==> config.mk <==
export PLATFORM = sky130hd
export DESIGN_NAME = forth_core
export DESIGN_NICKNAME = d
export VERILOG_FILES = /design/src/hdl/forth_pkg.sv /design/src/hdl/uart_rx.sv /design/src/hdl/uart_tx.sv /design/src/hdl/boot_rom.sv /design/src/hdl/outer_interp.sv /design/src/hdl/inner_interp.sv /design/src/hdl/forth_core.sv
export SDC_FILE = /design/constraint.sdc
export NUM_CORES = 2
export LEC_CHECK = 0
export BUFFER_PORTS_ARGS = -buffer_cell sky130_fd_sc_hd__buf_2
export CAP_MARGIN = 20
export CORE_MARGIN = 4
export CORE_UTILIZATION = 42
export DETAILED_ROUTE_END_ITERATION = 8
export GPL_ROUTABILITY_DRIVEN = 0
export PLACE_DENSITY_LB_ADDON = 0.15
export SLEW_MARGIN = 10
export SYNTH_ARGS = -nofsm -noshare
export SYNTH_HDL_FRONTEND = slang
export SYNTH_HIERARCHICAL = 1
export SYNTH_SLANG_ARGS = --single-unit
export TNS_END_PERCENT = 100
==> constraint.sdc <==
create_clock -name clk -period 11.88 [get_ports clk]
set_clock_uncertainty 0.05 [all_clocks]
set_input_delay 1.188 -clock clk [delete_from_list [all_inputs] [get_ports clk]]
set_output_delay 1.188 -clock clk [all_outputs]
set_load 0.03 [all_outputs]
==> src/hdl/forth_pkg.sv <==
//////////////////////////////////////////////////////////////////////
// Shared types and constants for the serial Forth machine
// Imported by every RTL unit that needs cell, address or opcode types
// ROM layout constants must agree with the boot ROM image
//////////////////////////////////////////////////////////////////////

package forth_pkg;

	// Data stack cell and ROM word
	typedef logic [31:0] cell_t;
	// ROM address, 128 cells
	typedef logic [6:0] addr_t;
	// Serial character
	typedef logic [7:0] char_t;

	// Kept short for simulation
	localparam int CLKS_PER_BIT = 16;
	typedef logic [$clog2(CLKS_PER_BIT)-1:0] baud_cnt_t;

	// Circular data stack
	localparam int STACK_DEPTH = 16;
	typedef logic [$clog2(STACK_DEPTH)-1:0] sp_t;

	// XT and number queues in the outer interpreter
	localparam int QUEUE_DEPTH = 8;
	typedef logic [$clog2(QUEUE_DEPTH)-1:0] qptr_t;
	typedef logic [$clog2(QUEUE_DEPTH):0] qcnt_t;

	// ROM layout
	localparam addr_t DICT_START = 7'd64;
	localparam addr_t XT_ERROR = 7'd1;
	localparam addr_t XT_NUMBER = 7'd6;

	// Opcodes, execute must stay at zero (reset PC points at it)
	typedef enum logic [15:0] {
		OP_EXECUTE,
		OP_LIT,
		OP_PLUS,
		OP_MINUS,
		OP_DUP,
		OP_DROP,
		OP_NEGATE,
		OP_ZERO_EQUAL,
		OP_ZERO_LESS_THAN,
		OP_BRANCH,
		OP_0BRANCH,
		OP_EMIT,
		OP_IO_LED,
		OP_NUMBER
	} op_e;

endpackage

==> src/hdl/uart_rx.sv <==
//////////////////////////////////////////////////////////////////////
// UART receiver, 8N1, LSB first, sampled at mid-bit
// Holds one byte with rx_valid until the consumer pulses rx_take
//////////////////////////////////////////////////////////////////////
`timescale 1ns/1ps

module uart_rx
	import forth_pkg::*;
(
	input  logic  clk,
	input  logic  reset,
	input  logic  rx,
	input  logic  rx_take,
	output logic  rx_valid,
	output char_t rx_data
);

	typedef enum logic [1:0] {RX_IDLE, RX_START, RX_DATA, RX_STOP} rx_state_e;

	rx_state_e  state;
	baud_cnt_t  baud_cnt;
	logic [2:0] bit_idx;
	char_t      shifter;
	logic       bit_done;

	// Full bit period elapsed
	assign bit_done = (baud_cnt == baud_cnt_t'(CLKS_PER_BIT - 1));

	always_ff @(posedge clk or negedge reset) begin
		if (!reset) begin
			state <= RX_IDLE;
			baud_cnt <= '0;
			bit_idx <= '0;
			shifter <= '0;
			rx_valid <= 1'b0;
			rx_data <= '0;
		end else begin
			if (rx_take) begin
				rx_valid <= 1'b0;
			end
			baud_cnt <= baud_cnt + 1'b1;
			case (state)
				RX_IDLE: begin
					baud_cnt <= '0;
					if (!rx) begin
						state <= RX_START;
					end
				end
				// Half a bit in, recheck start bit
				RX_START: begin
					if (baud_cnt == baud_cnt_t'(CLKS_PER_BIT / 2 - 1)) begin
						baud_cnt <= '0;
						bit_idx <= '0;
						state <= rx ? RX_IDLE : RX_DATA;
					end
				end
				RX_DATA: begin
					if (bit_done) begin
						shifter <= {rx, shifter[7:1]};
						bit_idx <= bit_idx + 1'b1;
						if (bit_idx == 3'd7) begin
							state <= RX_STOP;
						end
					end
				end
				// Byte dropped if previous one still held
				RX_STOP: begin
					if (bit_done) begin
						state <= RX_IDLE;
						if (rx && !rx_valid) begin
							rx_valid <= 1'b1;
							rx_data <= shifter;
						end
					end
				end
				default: state <= RX_IDLE;
			endcase
		end
	end

	// Consumer takes only a held byte
	assert property (@(posedge clk) disable iff (!reset) rx_take |-> rx_valid);

endmodule

==> src/hdl/uart_tx.sv <==
//////////////////////////////////////////////////////////////////////
// UART transmitter, 8N1, LSB first
// One byte per tx_send pulse, tx_busy high for the whole frame
//////////////////////////////////////////////////////////////////////
`timescale 1ns/1ps

module uart_tx
	import forth_pkg::*;
(
	input  logic  clk,
	input  logic  reset,
	input  logic  tx_send,
	input  char_t tx_data,
	output logic  tx,
	output logic  tx_busy
);

	baud_cnt_t  baud_cnt;
	logic [3:0] bit_cnt;
	// Data bits followed by the stop bit
	logic [8:0] shifter;

	always_ff @(posedge clk or negedge reset) begin
		if (!reset) begin
			tx <= 1'b1;
			tx_busy <= 1'b0;
			baud_cnt <= '0;
			bit_cnt <= '0;
			shifter <= '1;
		end else if (tx_send) begin
			// Start bit goes out right away
			tx <= 1'b0;
			tx_busy <= 1'b1;
			shifter <= {1'b1, tx_data};
			baud_cnt <= '0;
			bit_cnt <= '0;
		end else if (tx_busy) begin
			baud_cnt <= baud_cnt + 1'b1;
			if (baud_cnt == baud_cnt_t'(CLKS_PER_BIT - 1)) begin
				baud_cnt <= '0;
				if (bit_cnt == 4'd9) begin
					// End of stop bit
					tx_busy <= 1'b0;
				end else begin
					tx <= shifter[0];
					shifter <= {1'b1, shifter[8:1]};
					bit_cnt <= bit_cnt + 1'b1;
				end
			end
		end
	end

	// Inner interpreter waits out each frame before the next emit
	assert property (@(posedge clk) disable iff (!reset) tx_send |-> !tx_busy);

endmodule

==> src/hdl/boot_rom.sv <==
//////////////////////////////////////////////////////////////////////
// Boot ROM with the code routines and the word dictionary
// Port A serves the dictionary search, port B the instruction fetch
// Dictionary entry is link, name cell {len, c1, c2, c3}, XT
//////////////////////////////////////////////////////////////////////
`timescale 1ns/1ps

module boot_rom
	import forth_pkg::*;
(
	input  addr_t addr_a,
	output cell_t data_a,
	input  addr_t addr_b,
	output cell_t data_b
);

	localparam cell_t IMAGE [128] = '{
		// Dispatcher, every routine branches back here
		0: cell_t'(OP_EXECUTE),
		// Unknown word reply
		1: cell_t'(OP_LIT), 2: "?", 3: cell_t'(OP_EMIT),
		4: cell_t'(OP_BRANCH), 5: 0,
		// Number push
		6: cell_t'(OP_NUMBER), 7: cell_t'(OP_BRANCH), 8: 0,
		// led
		9: cell_t'(OP_IO_LED), 10: cell_t'(OP_BRANCH), 11: 0,
		// + and -
		12: cell_t'(OP_PLUS), 13: cell_t'(OP_BRANCH), 14: 0,
		15: cell_t'(OP_MINUS), 16: cell_t'(OP_BRANCH), 17: 0,
		// dup, drp, neg
		18: cell_t'(OP_DUP), 19: cell_t'(OP_BRANCH), 20: 0,
		21: cell_t'(OP_DROP), 22: cell_t'(OP_BRANCH), 23: 0,
		24: cell_t'(OP_NEGATE), 25: cell_t'(OP_BRANCH), 26: 0,
		// 0= and emt
		27: cell_t'(OP_ZERO_EQUAL), 28: cell_t'(OP_BRANCH), 29: 0,
		30: cell_t'(OP_EMIT), 31: cell_t'(OP_BRANCH), 32: 0,
		// Dot, sign check first
		33: cell_t'(OP_DUP), 34: cell_t'(OP_ZERO_LESS_THAN),
		35: cell_t'(OP_0BRANCH), 36: 41,
		37: cell_t'(OP_LIT), 38: "-", 39: cell_t'(OP_EMIT), 40: cell_t'(OP_NEGATE),
		// Single digit then trailing space
		41: cell_t'(OP_LIT), 42: "0", 43: cell_t'(OP_PLUS), 44: cell_t'(OP_EMIT),
		45: cell_t'(OP_LIT), 46: " ", 47: cell_t'(OP_EMIT),
		48: cell_t'(OP_BRANCH), 49: 0,
		// Dictionary chain starting at DICT_START
		64: 67, 65: {8'd1, "+", 16'h0}, 66: 12,
		67: 70, 68: {8'd1, "-", 16'h0}, 69: 15,
		70: 73, 71: {8'd3, "dup"}, 72: 18,
		73: 76, 74: {8'd3, "drp"}, 75: 21,
		76: 79, 77: {8'd3, "neg"}, 78: 24,
		79: 82, 80: {8'd2, "0=", 8'h0}, 81: 27,
		82: 85, 83: {8'd1, ".", 16'h0}, 84: 33,
		85: 88, 86: {8'd3, "emt"}, 87: 30,
		// Last entry, zero link
		88: 0, 89: {8'd3, "led"}, 90: 9,
		default: '0
	};

	assign data_a = IMAGE[addr_a];
	assign data_b = IMAGE[addr_b];

endmodule

==> src/hdl/outer_interp.sv <==
//////////////////////////////////////////////////////////////////////
// Outer interpreter, splits input on spaces and resolves each token
// Dictionary hit, decimal number or error XT goes to the XT queue
// On CR or LF the queue is handed to the inner interpreter
//////////////////////////////////////////////////////////////////////
`timescale 1ns/1ps

module outer_interp
	import forth_pkg::*;
(
	input  logic  clk,
	input  logic  reset,
	input  logic  rx_valid,
	input  char_t rx_data,
	output logic  rx_take,
	output addr_t dict_addr,
	input  cell_t dict_data,
	input  logic  xt_pop,
	output logic  xt_valid,
	output addr_t xt,
	input  logic  num_pop,
	output cell_t num_data
);

	typedef enum logic [2:0] {IDLE, PARSE, GET_LINK, CHECK_NAME, GET_XT, EXECUTE} state_e;

	state_e      state;
	char_t       ch;
	char_t       tok_len;
	logic [23:0] name_chars;
	cell_t       name_key;
	cell_t       value;
	logic        all_digits;
	logic        line_end;
	addr_t       entry;
	addr_t       link;
	logic        is_space;
	logic        is_eol;
	logic        is_digit;
	logic        push_xt;
	logic        push_num;
	addr_t       xt_in;
	addr_t       xt_mem [QUEUE_DEPTH];
	cell_t       num_mem [QUEUE_DEPTH];
	qptr_t       xt_wr;
	qptr_t       xt_rd;
	qptr_t       num_wr;
	qptr_t       num_rd;
	qcnt_t       xt_cnt;
	qcnt_t       num_cnt;

	// Character classes, LF and CR both end a line
	assign is_space = (ch == 8'h20);
	assign is_eol = (ch == 8'h0a) || (ch == 8'h0d);
	assign is_digit = (ch >= 8'h30) && (ch <= 8'h39);
	// Same layout as a dictionary name cell
	assign name_key = {tok_len, name_chars};

	assign rx_take = (state == IDLE) && rx_valid;
	assign xt_valid = (state == EXECUTE) && (xt_cnt != '0);
	assign xt = xt_mem[xt_rd];
	assign num_data = num_mem[num_rd];

	////////////////////////////////////////////////////////////////////
	// Dictionary walk and token resolution
	////////////////////////////////////////////////////////////////////
	always_comb begin
		dict_addr = entry;
		push_xt = 1'b0;
		push_num = 1'b0;
		xt_in = XT_ERROR;
		case (state)
			CHECK_NAME: begin
				dict_addr = entry + addr_t'(1);
				// End of chain without a match
				if (dict_data != name_key && link == '0) begin
					push_xt = 1'b1;
					push_num = all_digits;
					xt_in = all_digits ? XT_NUMBER : XT_ERROR;
				end
			end
			GET_XT: begin
				dict_addr = entry + addr_t'(2);
				push_xt = 1'b1;
				xt_in = addr_t'(dict_data);
			end
			default: ;
		endcase
	end

	always_ff @(posedge clk or negedge reset) begin
		if (!reset) begin
			state <= IDLE;
			ch <= '0;
			tok_len <= '0;
			name_chars <= '0;
			value <= '0;
			all_digits <= 1'b1;
			line_end <= 1'b0;
			entry <= DICT_START;
			link <= '0;
		end else begin
			case (state)
				IDLE: begin
					if (rx_valid) begin
						ch <= rx_data;
						state <= PARSE;
					end
				end
				PARSE: begin
					if (is_space || is_eol) begin
						line_end <= is_eol;
						entry <= DICT_START;
						// Empty token queues nothing
						if (tok_len != '0) begin
							state <= GET_LINK;
						end else begin
							state <= is_eol ? EXECUTE : IDLE;
						end
					end else begin
						// Length saturates, long names never match
						if (tok_len != '1) begin
							tok_len <= tok_len + 1'b1;
						end
						case (tok_len)
							8'd0: name_chars[23:16] <= ch;
							8'd1: name_chars[15:8] <= ch;
							8'd2: name_chars[7:0] <= ch;
							default: ;
						endcase
						value <= value * 32'd10 + cell_t'(ch - 8'h30);
						all_digits <= all_digits && is_digit;
						state <= IDLE;
					end
				end
				GET_LINK: begin
					link <= addr_t'(dict_data);
					state <= CHECK_NAME;
				end
				CHECK_NAME: begin
					if (dict_data == name_key) begin
						state <= GET_XT;
					end else if (link != '0) begin
						entry <= link;
						state <= GET_LINK;
					end
				end
				// Line done once every XT is taken
				EXECUTE: begin
					if (xt_cnt == '0) begin
						state <= IDLE;
					end
				end
				default: ;
			endcase
			// Token resolved, start the next one
			if (push_xt) begin
				tok_len <= '0;
				name_chars <= '0;
				value <= '0;
				all_digits <= 1'b1;
				state <= line_end ? EXECUTE : IDLE;
			end
		end
	end

	////////////////////////////////////////////////////////////////////
	// XT and number queues
	////////////////////////////////////////////////////////////////////
	always_ff @(posedge clk or negedge reset) begin
		if (!reset) begin
			xt_wr <= '0;
			xt_rd <= '0;
			xt_cnt <= '0;
			num_wr <= '0;
			num_rd <= '0;
			num_cnt <= '0;
		end else begin
			xt_wr <= xt_wr + qptr_t'(push_xt);
			xt_rd <= xt_rd + qptr_t'(xt_pop);
			xt_cnt <= xt_cnt + qcnt_t'(push_xt) - qcnt_t'(xt_pop);
			num_wr <= num_wr + qptr_t'(push_num);
			num_rd <= num_rd + qptr_t'(num_pop);
			num_cnt <= num_cnt + qcnt_t'(push_num) - qcnt_t'(num_pop);
		end
	end

	always_ff @(posedge clk) begin
		if (push_xt) begin
			xt_mem[xt_wr] <= xt_in;
		end
		if (push_num) begin
			num_mem[num_wr] <= value;
		end
	end

	// A line holds at most QUEUE_DEPTH tokens
	assert property (@(posedge clk) disable iff (!reset)
		push_xt |-> (xt_cnt < QUEUE_DEPTH) && (!push_num || num_cnt < QUEUE_DEPTH));

endmodule

==> src/hdl/inner_interp.sv <==
//////////////////////////////////////////////////////////////////////
// Inner interpreter, fetch and execute over the boot ROM code
// Runs queued XTs from the outer interpreter on a circular stack
// Drives the UART transmitter and the three active-low LEDs
//////////////////////////////////////////////////////////////////////
`timescale 1ns/1ps

module inner_interp
	import forth_pkg::*;
(
	input  logic  clk,
	input  logic  reset,
	input  cell_t code_data,
	output addr_t pc,
	input  logic  xt_valid,
	input  addr_t xt,
	output logic  xt_pop,
	input  cell_t num_data,
	output logic  num_pop,
	output logic  tx_send,
	output char_t tx_data,
	input  logic  tx_busy,
	output logic  led_r,
	output logic  led_g,
	output logic  led_b
);

	typedef enum logic [1:0] {RUN, OPERAND, EMIT_WAIT} state_e;

	state_e state;
	state_e state_n;
	op_e    op;
	op_e    pending;
	op_e    pending_n;
	addr_t  pc_n;
	sp_t    sp;
	sp_t    sp_n;
	sp_t    sp_up;
	sp_t    sp_dn;
	cell_t  stack [STACK_DEPTH];
	cell_t  tos;
	cell_t  nos;
	logic   we;
	sp_t    wa;
	cell_t  wd;
	logic   led_we;

	assign op = op_e'(code_data[15:0]);
	// Pointer wraps, stack is circular
	assign sp_up = sp + sp_t'(1);
	assign sp_dn = sp - sp_t'(1);
	assign tos = stack[sp];
	assign nos = stack[sp_dn];
	assign tx_data = tos[7:0];

	////////////////////////////////////////////////////////////////////
	// Decode and next state
	////////////////////////////////////////////////////////////////////
	always_comb begin
		state_n = state;
		pending_n = pending;
		pc_n = pc;
		sp_n = sp;
		we = 1'b0;
		wa = sp;
		wd = tos;
		xt_pop = 1'b0;
		num_pop = 1'b0;
		tx_send = 1'b0;
		led_we = 1'b0;
		case (state)
			RUN: begin
				pc_n = pc + addr_t'(1);
				we = op inside {OP_PLUS, OP_MINUS, OP_DUP, OP_NEGATE, OP_ZERO_EQUAL,
					OP_ZERO_LESS_THAN, OP_NUMBER};
				case (op)
					// Stall until the line is ready
					OP_EXECUTE: begin
						pc_n = xt_valid ? xt : pc;
						xt_pop = xt_valid;
					end
					OP_LIT, OP_BRANCH, OP_0BRANCH: begin
						pending_n = op;
						state_n = OPERAND;
					end
					OP_PLUS: begin
						wa = sp_dn;
						wd = nos + tos;
						sp_n = sp_dn;
					end
					OP_MINUS: begin
						wa = sp_dn;
						wd = nos - tos;
						sp_n = sp_dn;
					end
					OP_DUP: begin
						wa = sp_up;
						sp_n = sp_up;
					end
					OP_DROP: sp_n = sp_dn;
					OP_NEGATE: wd = '0 - tos;
					// Flags are all ones for true
					OP_ZERO_EQUAL: wd = {32{tos == '0}};
					OP_ZERO_LESS_THAN: wd = {32{tos[31]}};
					OP_EMIT: begin
						tx_send = 1'b1;
						sp_n = sp_dn;
						state_n = EMIT_WAIT;
					end
					OP_IO_LED: begin
						led_we = 1'b1;
						sp_n = sp_dn;
					end
					OP_NUMBER: begin
						num_pop = 1'b1;
						wa = sp_up;
						wd = num_data;
						sp_n = sp_up;
					end
					default: ;
				endcase
			end
			// Operand cell of lit and the branches
			OPERAND: begin
				state_n = RUN;
				pc_n = pc + addr_t'(1);
				case (pending)
					OP_LIT: begin
						we = 1'b1;
						wa = sp_up;
						wd = code_data;
						sp_n = sp_up;
					end
					OP_BRANCH: pc_n = addr_t'(code_data);
					OP_0BRANCH: begin
						sp_n = sp_dn;
						if (tos == '0) begin
							pc_n = addr_t'(code_data);
						end
					end
					default: ;
				endcase
			end
			EMIT_WAIT: begin
				if (!tx_busy) begin
					state_n = RUN;
				end
			end
			default: state_n = RUN;
		endcase
	end

	always_ff @(posedge clk or negedge reset) begin
		if (!reset) begin
			state <= RUN;
			pending <= OP_EXECUTE;
			pc <= '0;
			sp <= '0;
			led_r <= 1'b1;
			led_g <= 1'b1;
			led_b <= 1'b1;
		end else begin
			state <= state_n;
			pending <= pending_n;
			pc <= pc_n;
			sp <= sp_n;
			// LED on when its bit is set
			if (led_we) begin
				led_g <= ~tos[0];
				led_b <= ~tos[1];
				led_r <= ~tos[2];
			end
		end
	end

	always_ff @(posedge clk) begin
		if (we) begin
			stack[wa] <= wd;
		end
	end

	// ROM code only holds known opcodes where one is fetched
	assert property (@(posedge clk) disable iff (!reset)
		(state == RUN) |-> (code_data <= cell_t'(op.last())));

endmodule

==> src/hdl/forth_core.sv <==
//////////////////////////////////////////////////////////////////////
// Forth machine top level
// Serial in, serial out and three active-low LEDs
//////////////////////////////////////////////////////////////////////
`timescale 1ns/1ps

module forth_core
	import forth_pkg::*;
(
	input  logic clk,
	input  logic reset,
	input  logic rx,
	output logic tx,
	output logic led_r,
	output logic led_g,
	output logic led_b
);

	// Receiver to outer interpreter
	logic  rx_valid;
	char_t rx_data;
	logic  rx_take;
	// ROM ports
	addr_t dict_addr;
	cell_t dict_data;
	addr_t pc;
	cell_t code_data;
	// Queues between the interpreters
	logic  xt_valid;
	addr_t xt;
	logic  xt_pop;
	cell_t num_data;
	logic  num_pop;
	// Inner interpreter to transmitter
	logic  tx_send;
	char_t tx_data;
	logic  tx_busy;

	uart_rx uart_rx_inst (
		.clk      (clk),
		.reset    (reset),
		.rx       (rx),
		.rx_take  (rx_take),
		.rx_valid (rx_valid),
		.rx_data  (rx_data)
	);

	uart_tx uart_tx_inst (
		.clk     (clk),
		.reset   (reset),
		.tx_send (tx_send),
		.tx_data (tx_data),
		.tx      (tx),
		.tx_busy (tx_busy)
	);

	boot_rom boot_rom_inst (
		.addr_a (dict_addr),
		.data_a (dict_data),
		.addr_b (pc),
		.data_b (code_data)
	);

	outer_interp outer_interp_inst (
		.clk       (clk),
		.reset     (reset),
		.rx_valid  (rx_valid),
		.rx_data   (rx_data),
		.rx_take   (rx_take),
		.dict_addr (dict_addr),
		.dict_data (dict_data),
		.xt_pop    (xt_pop),
		.xt_valid  (xt_valid),
		.xt        (xt),
		.num_pop   (num_pop),
		.num_data  (num_data)
	);

	inner_interp inner_interp_inst (
		.clk       (clk),
		.reset     (reset),
		.code_data (code_data),
		.pc        (pc),
		.xt_valid  (xt_valid),
		.xt        (xt),
		.xt_pop    (xt_pop),
		.num_data  (num_data),
		.num_pop   (num_pop),
		.tx_send   (tx_send),
		.tx_data   (tx_data),
		.tx_busy   (tx_busy),
		.led_r     (led_r),
		.led_g     (led_g),
		.led_b     (led_b)
	);

endmodule

==> impl_metrics.tcl <==
set metrics [dict create \
    status "completed" \
    worst_pin_slew_ns 1.122 \
    max-slew-margin-rel_pct 24.67 \
    wl_um 160000 \
    grt_max_degree 121 \
    syn_area_um2 55050 \
    seq_area_um2 29350 \
    cp-end-kind "register" \
    period_share_pct 68.21 \
    start_kind "register" \
    crit_chain "inv_1 > ha_1 > nand2b_2 > a21oi_1 > a2111oi_0 > a31oi_1 > o21ai_1 > nand2b_1 > nor3_2 > buf_4 > nor2b_1 > ha_1 > o211ai_1 > nor2_1 > o41ai_1 > or2_2 > o2111a_1 > nor3_1 > o311ai_0 > a2111oi_0 > a211oi_1 > a21o_1" \
    placed_area_um2 57160 \
    ys_ff_latch 1007 \
    clk_pin_slew_ns 0.06 \
    worstReg2RegStart "inner_interp_inst/pc[0]" \
    synth_cells 4005 \
    synth_area_leaders "edfxtp_1 (45%), mux4_2 (15%), dfrtp_1 (7.7%)" \
    multi_input_area_um2 24470 \
    htree_levels 3 \
    ys_async_sr_fraction_pct 18.17 \
    initial_core_util_pct 42.41 \
    rsz0062_at_grt "no" \
    slew_viol_final 0 \
    grt_pass1_vias 35260 \
    design_area_um2 60610 \
    dr.pass1.iters 6 \
    clockRootBuffer "clkbuf_16" \
    vias 36210 \
    critPathTopFamily "compound AO/OA/AOI/OAI gates" \
    final_util_pct 46.69 \
    area_growth_pct 10.10 \
    tns_ns 0 \
    ys_types 105 \
    setup_violations 0 \
    avgSynthCellArea_um2 13.75 \
    routedWlPerCell_um 27.47 \
    slowest_stage "dfrtp_1" \
    die_w_um 370.0 \
    tritoncts "done" \
    clock-sinks 1007 \
    routed_via_density 6.218 \
    dieArea_um2 136900 \
    min_path_type "in -> async" \
    die_height_um 370.0 \
    grt-ovfl-total 0 \
    worstPathArrival_ns 8.51 \
    antenna_found_initial 8 \
    post-route-min-period_ns 8.103 \
    synth.top_cells.by_count "edfxtp_1 (824), mux4_2 (369), nand2_1 (252)" \
    worstSkewPairLatency_ns 0.73 \
    synth-edff-count 824 \
    ys.warnings.count 6 \
    seq_area_frac_synth_pct 53.30 \
    cts_made_buffers 107 \
    crit_type "reg -> reg" \
    timing.final.hold_violations 0 \
    crit_buf_inv 2 \
    yosysTopAreaCell "edfxtp_1" \
    cts_buffer_depth 3 \
    port_buffers 6 \
    cts_hold_buf 0 \
    max_freq_mhz 123.4 \
    drv_cap 0 \
    final_antenna_net_count 0 \
    nets 4191 \
    timing.hold.ws_ns 0.3491 \
    fp-row-count 132 \
    synthFlopType "edfxtp_1" \
    dpl.hpwl_um 103400 \
    fill_cells 11380 \
    cp_slowest_stage_delay_ns 0.69 \
    design.core.area_um2 129800 \
    drive_gt1_share_pct 20.12 \
    cp.required_ns 12.29 \
    first_iter_violations 3596 \
    reg2reg_slack_ns 3.78 \
    pin_count 7 \
    crit_path_max_fanout 33 \
    gr-usage-all-layers_pct 23.18 \
    drc_errors 0 \
    postCtsSetupBuffers 0 \
    post_cts_resized 0 \
    crit_start "inner_interp_inst/pc[0]" \
    synth_top_area_share_pct 44.95 \
    yosys.cell_count.top_type "edfxtp_1" \
    grt_pass1_wl_um 236800 \
]
[cells in the final DEF (no fill, tap or decap), drive strengths merged, types with 45 or more instances in the layout]
cell type	n
nor3	73
dfrtp	169
mux2i	46
nor4	45
nand2	252
o21ai	161
clkinv	52
a21oi	188
inv	105
nand3	75
ha	199
nor2b	83
clkbuf	137
buf	99
edfxtp	824
xor2	85
xnor2	80
mux2	73
mux4	369
a21o	59
nor2	218
a22oi	55
[metrics by stage]
stage / setup slack, ns / instances
after floorplan: 4.718 / 4022
after global placement: 4.193 / 5613
after detailed placement: 4.043 / 5614
after CTS: 3.996 / 5815
after global routing: 3.337 / 5818
final: 3.777 / 5824
[final timing paths]
path                                                   endpoint  cells after the start
worst max-delay path            inner_interp_inst/stack[15][27]                     22
worst min register to register          uart_tx_inst/shifter[7]                      2
max in group asynchronous          inner_interp_inst/pending[2]                      3
worst max register to register  inner_interp_inst/stack[15][27]                     22
worst min-delay path                outer_interp_inst/value[19]                      1
min in group clk                        uart_tx_inst/shifter[7]                      2
[cell families after synthesis]
| family | share of synthesized area, % |
|---|---|
| other | 0.006812 |
| DFF | 53.30 |
| xor gates and xnor gates | 2.666 |
| muxes | 17.43 |
| buffers and inverters | 2.889 |
| adders and majority gates | 4.705 |
| AOI/OAI and AO/OA | 10.13 |
| and+or+nand+nor | 8.885 |
[flip-flops by register name (all words and copies together) (netlist names), 4 cells and up, named ones only]
register,cells
inner_interp_inst/pc,7
inner_interp_inst/pending,16
inner_interp_inst/sp,4
inner_interp_inst/stack,512
outer_interp_inst/ch,8
outer_interp_inst/entry,7
outer_interp_inst/link,7
outer_interp_inst/name_chars,24
outer_interp_inst/num_mem,256
outer_interp_inst/tok_len,8
outer_interp_inst/value,32
outer_interp_inst/xt_cnt,4
outer_interp_inst/xt_mem,56
uart_rx_inst/baud_cnt,4
uart_rx_inst/rx_data,8
uart_rx_inst/shifter,8
uart_tx_inst/baud_cnt,4
uart_tx_inst/bit_cnt,4
uart_tx_inst/shifter,8
[worst reg2reg max path, stage by stage (launching register included)]
cell	delay [ns]
dfrtp_1	0.69
inv_1	0.25
ha_1	0.50
nand2b_2	0.18
a21oi_1	0.09
a2111oi_0	0.53
a31oi_1	0.07
o21ai_1	0.58
nand2b_1	0.46
nor3_2	0.20
buf_4	0.44
nor2b_1	0.13
ha_1	0.39
o211ai_1	0.21
nor2_1	0.09
o41ai_1	0.66
or2_2	0.25
o2111a_1	0.24
nor3_1	0.07
o311ai_0	0.58
a2111oi_0	0.21
a211oi_1	0.53
a21o_1	0.44
[area by class of cell]
| cell class | count | share of cell area [%] |
|---|---|---|
| Antenna cell | 6 | 0.02477 |
| Clock buffer | 135 | 4.746 |
| Clock inverter | 66 | 0.8774 |
| Inverter | 105 | 0.6503 |
| Multi-Input combinational cell | 2662 | 40.38 |
| Sequential cell | 1007 | 48.43 |
| Tap cell | 1742 | 3.596 |
| Timing Repair Buffer | 101 | 1.294 |
[per-layer routing]
layer  vias up  part of all wire (%)  track usage (%)
met5         -                     0                0
met4         0                   3.4            8.164
met3       273                   9.0            5.780
met2      1641                    44            34.59
met1     18410                    43            33.10
li1      15890                     -                -
Power is left out: the tool's default activity adds up to more than one toggle a clock period on the data nets, which glitch-free logic cannot reach.
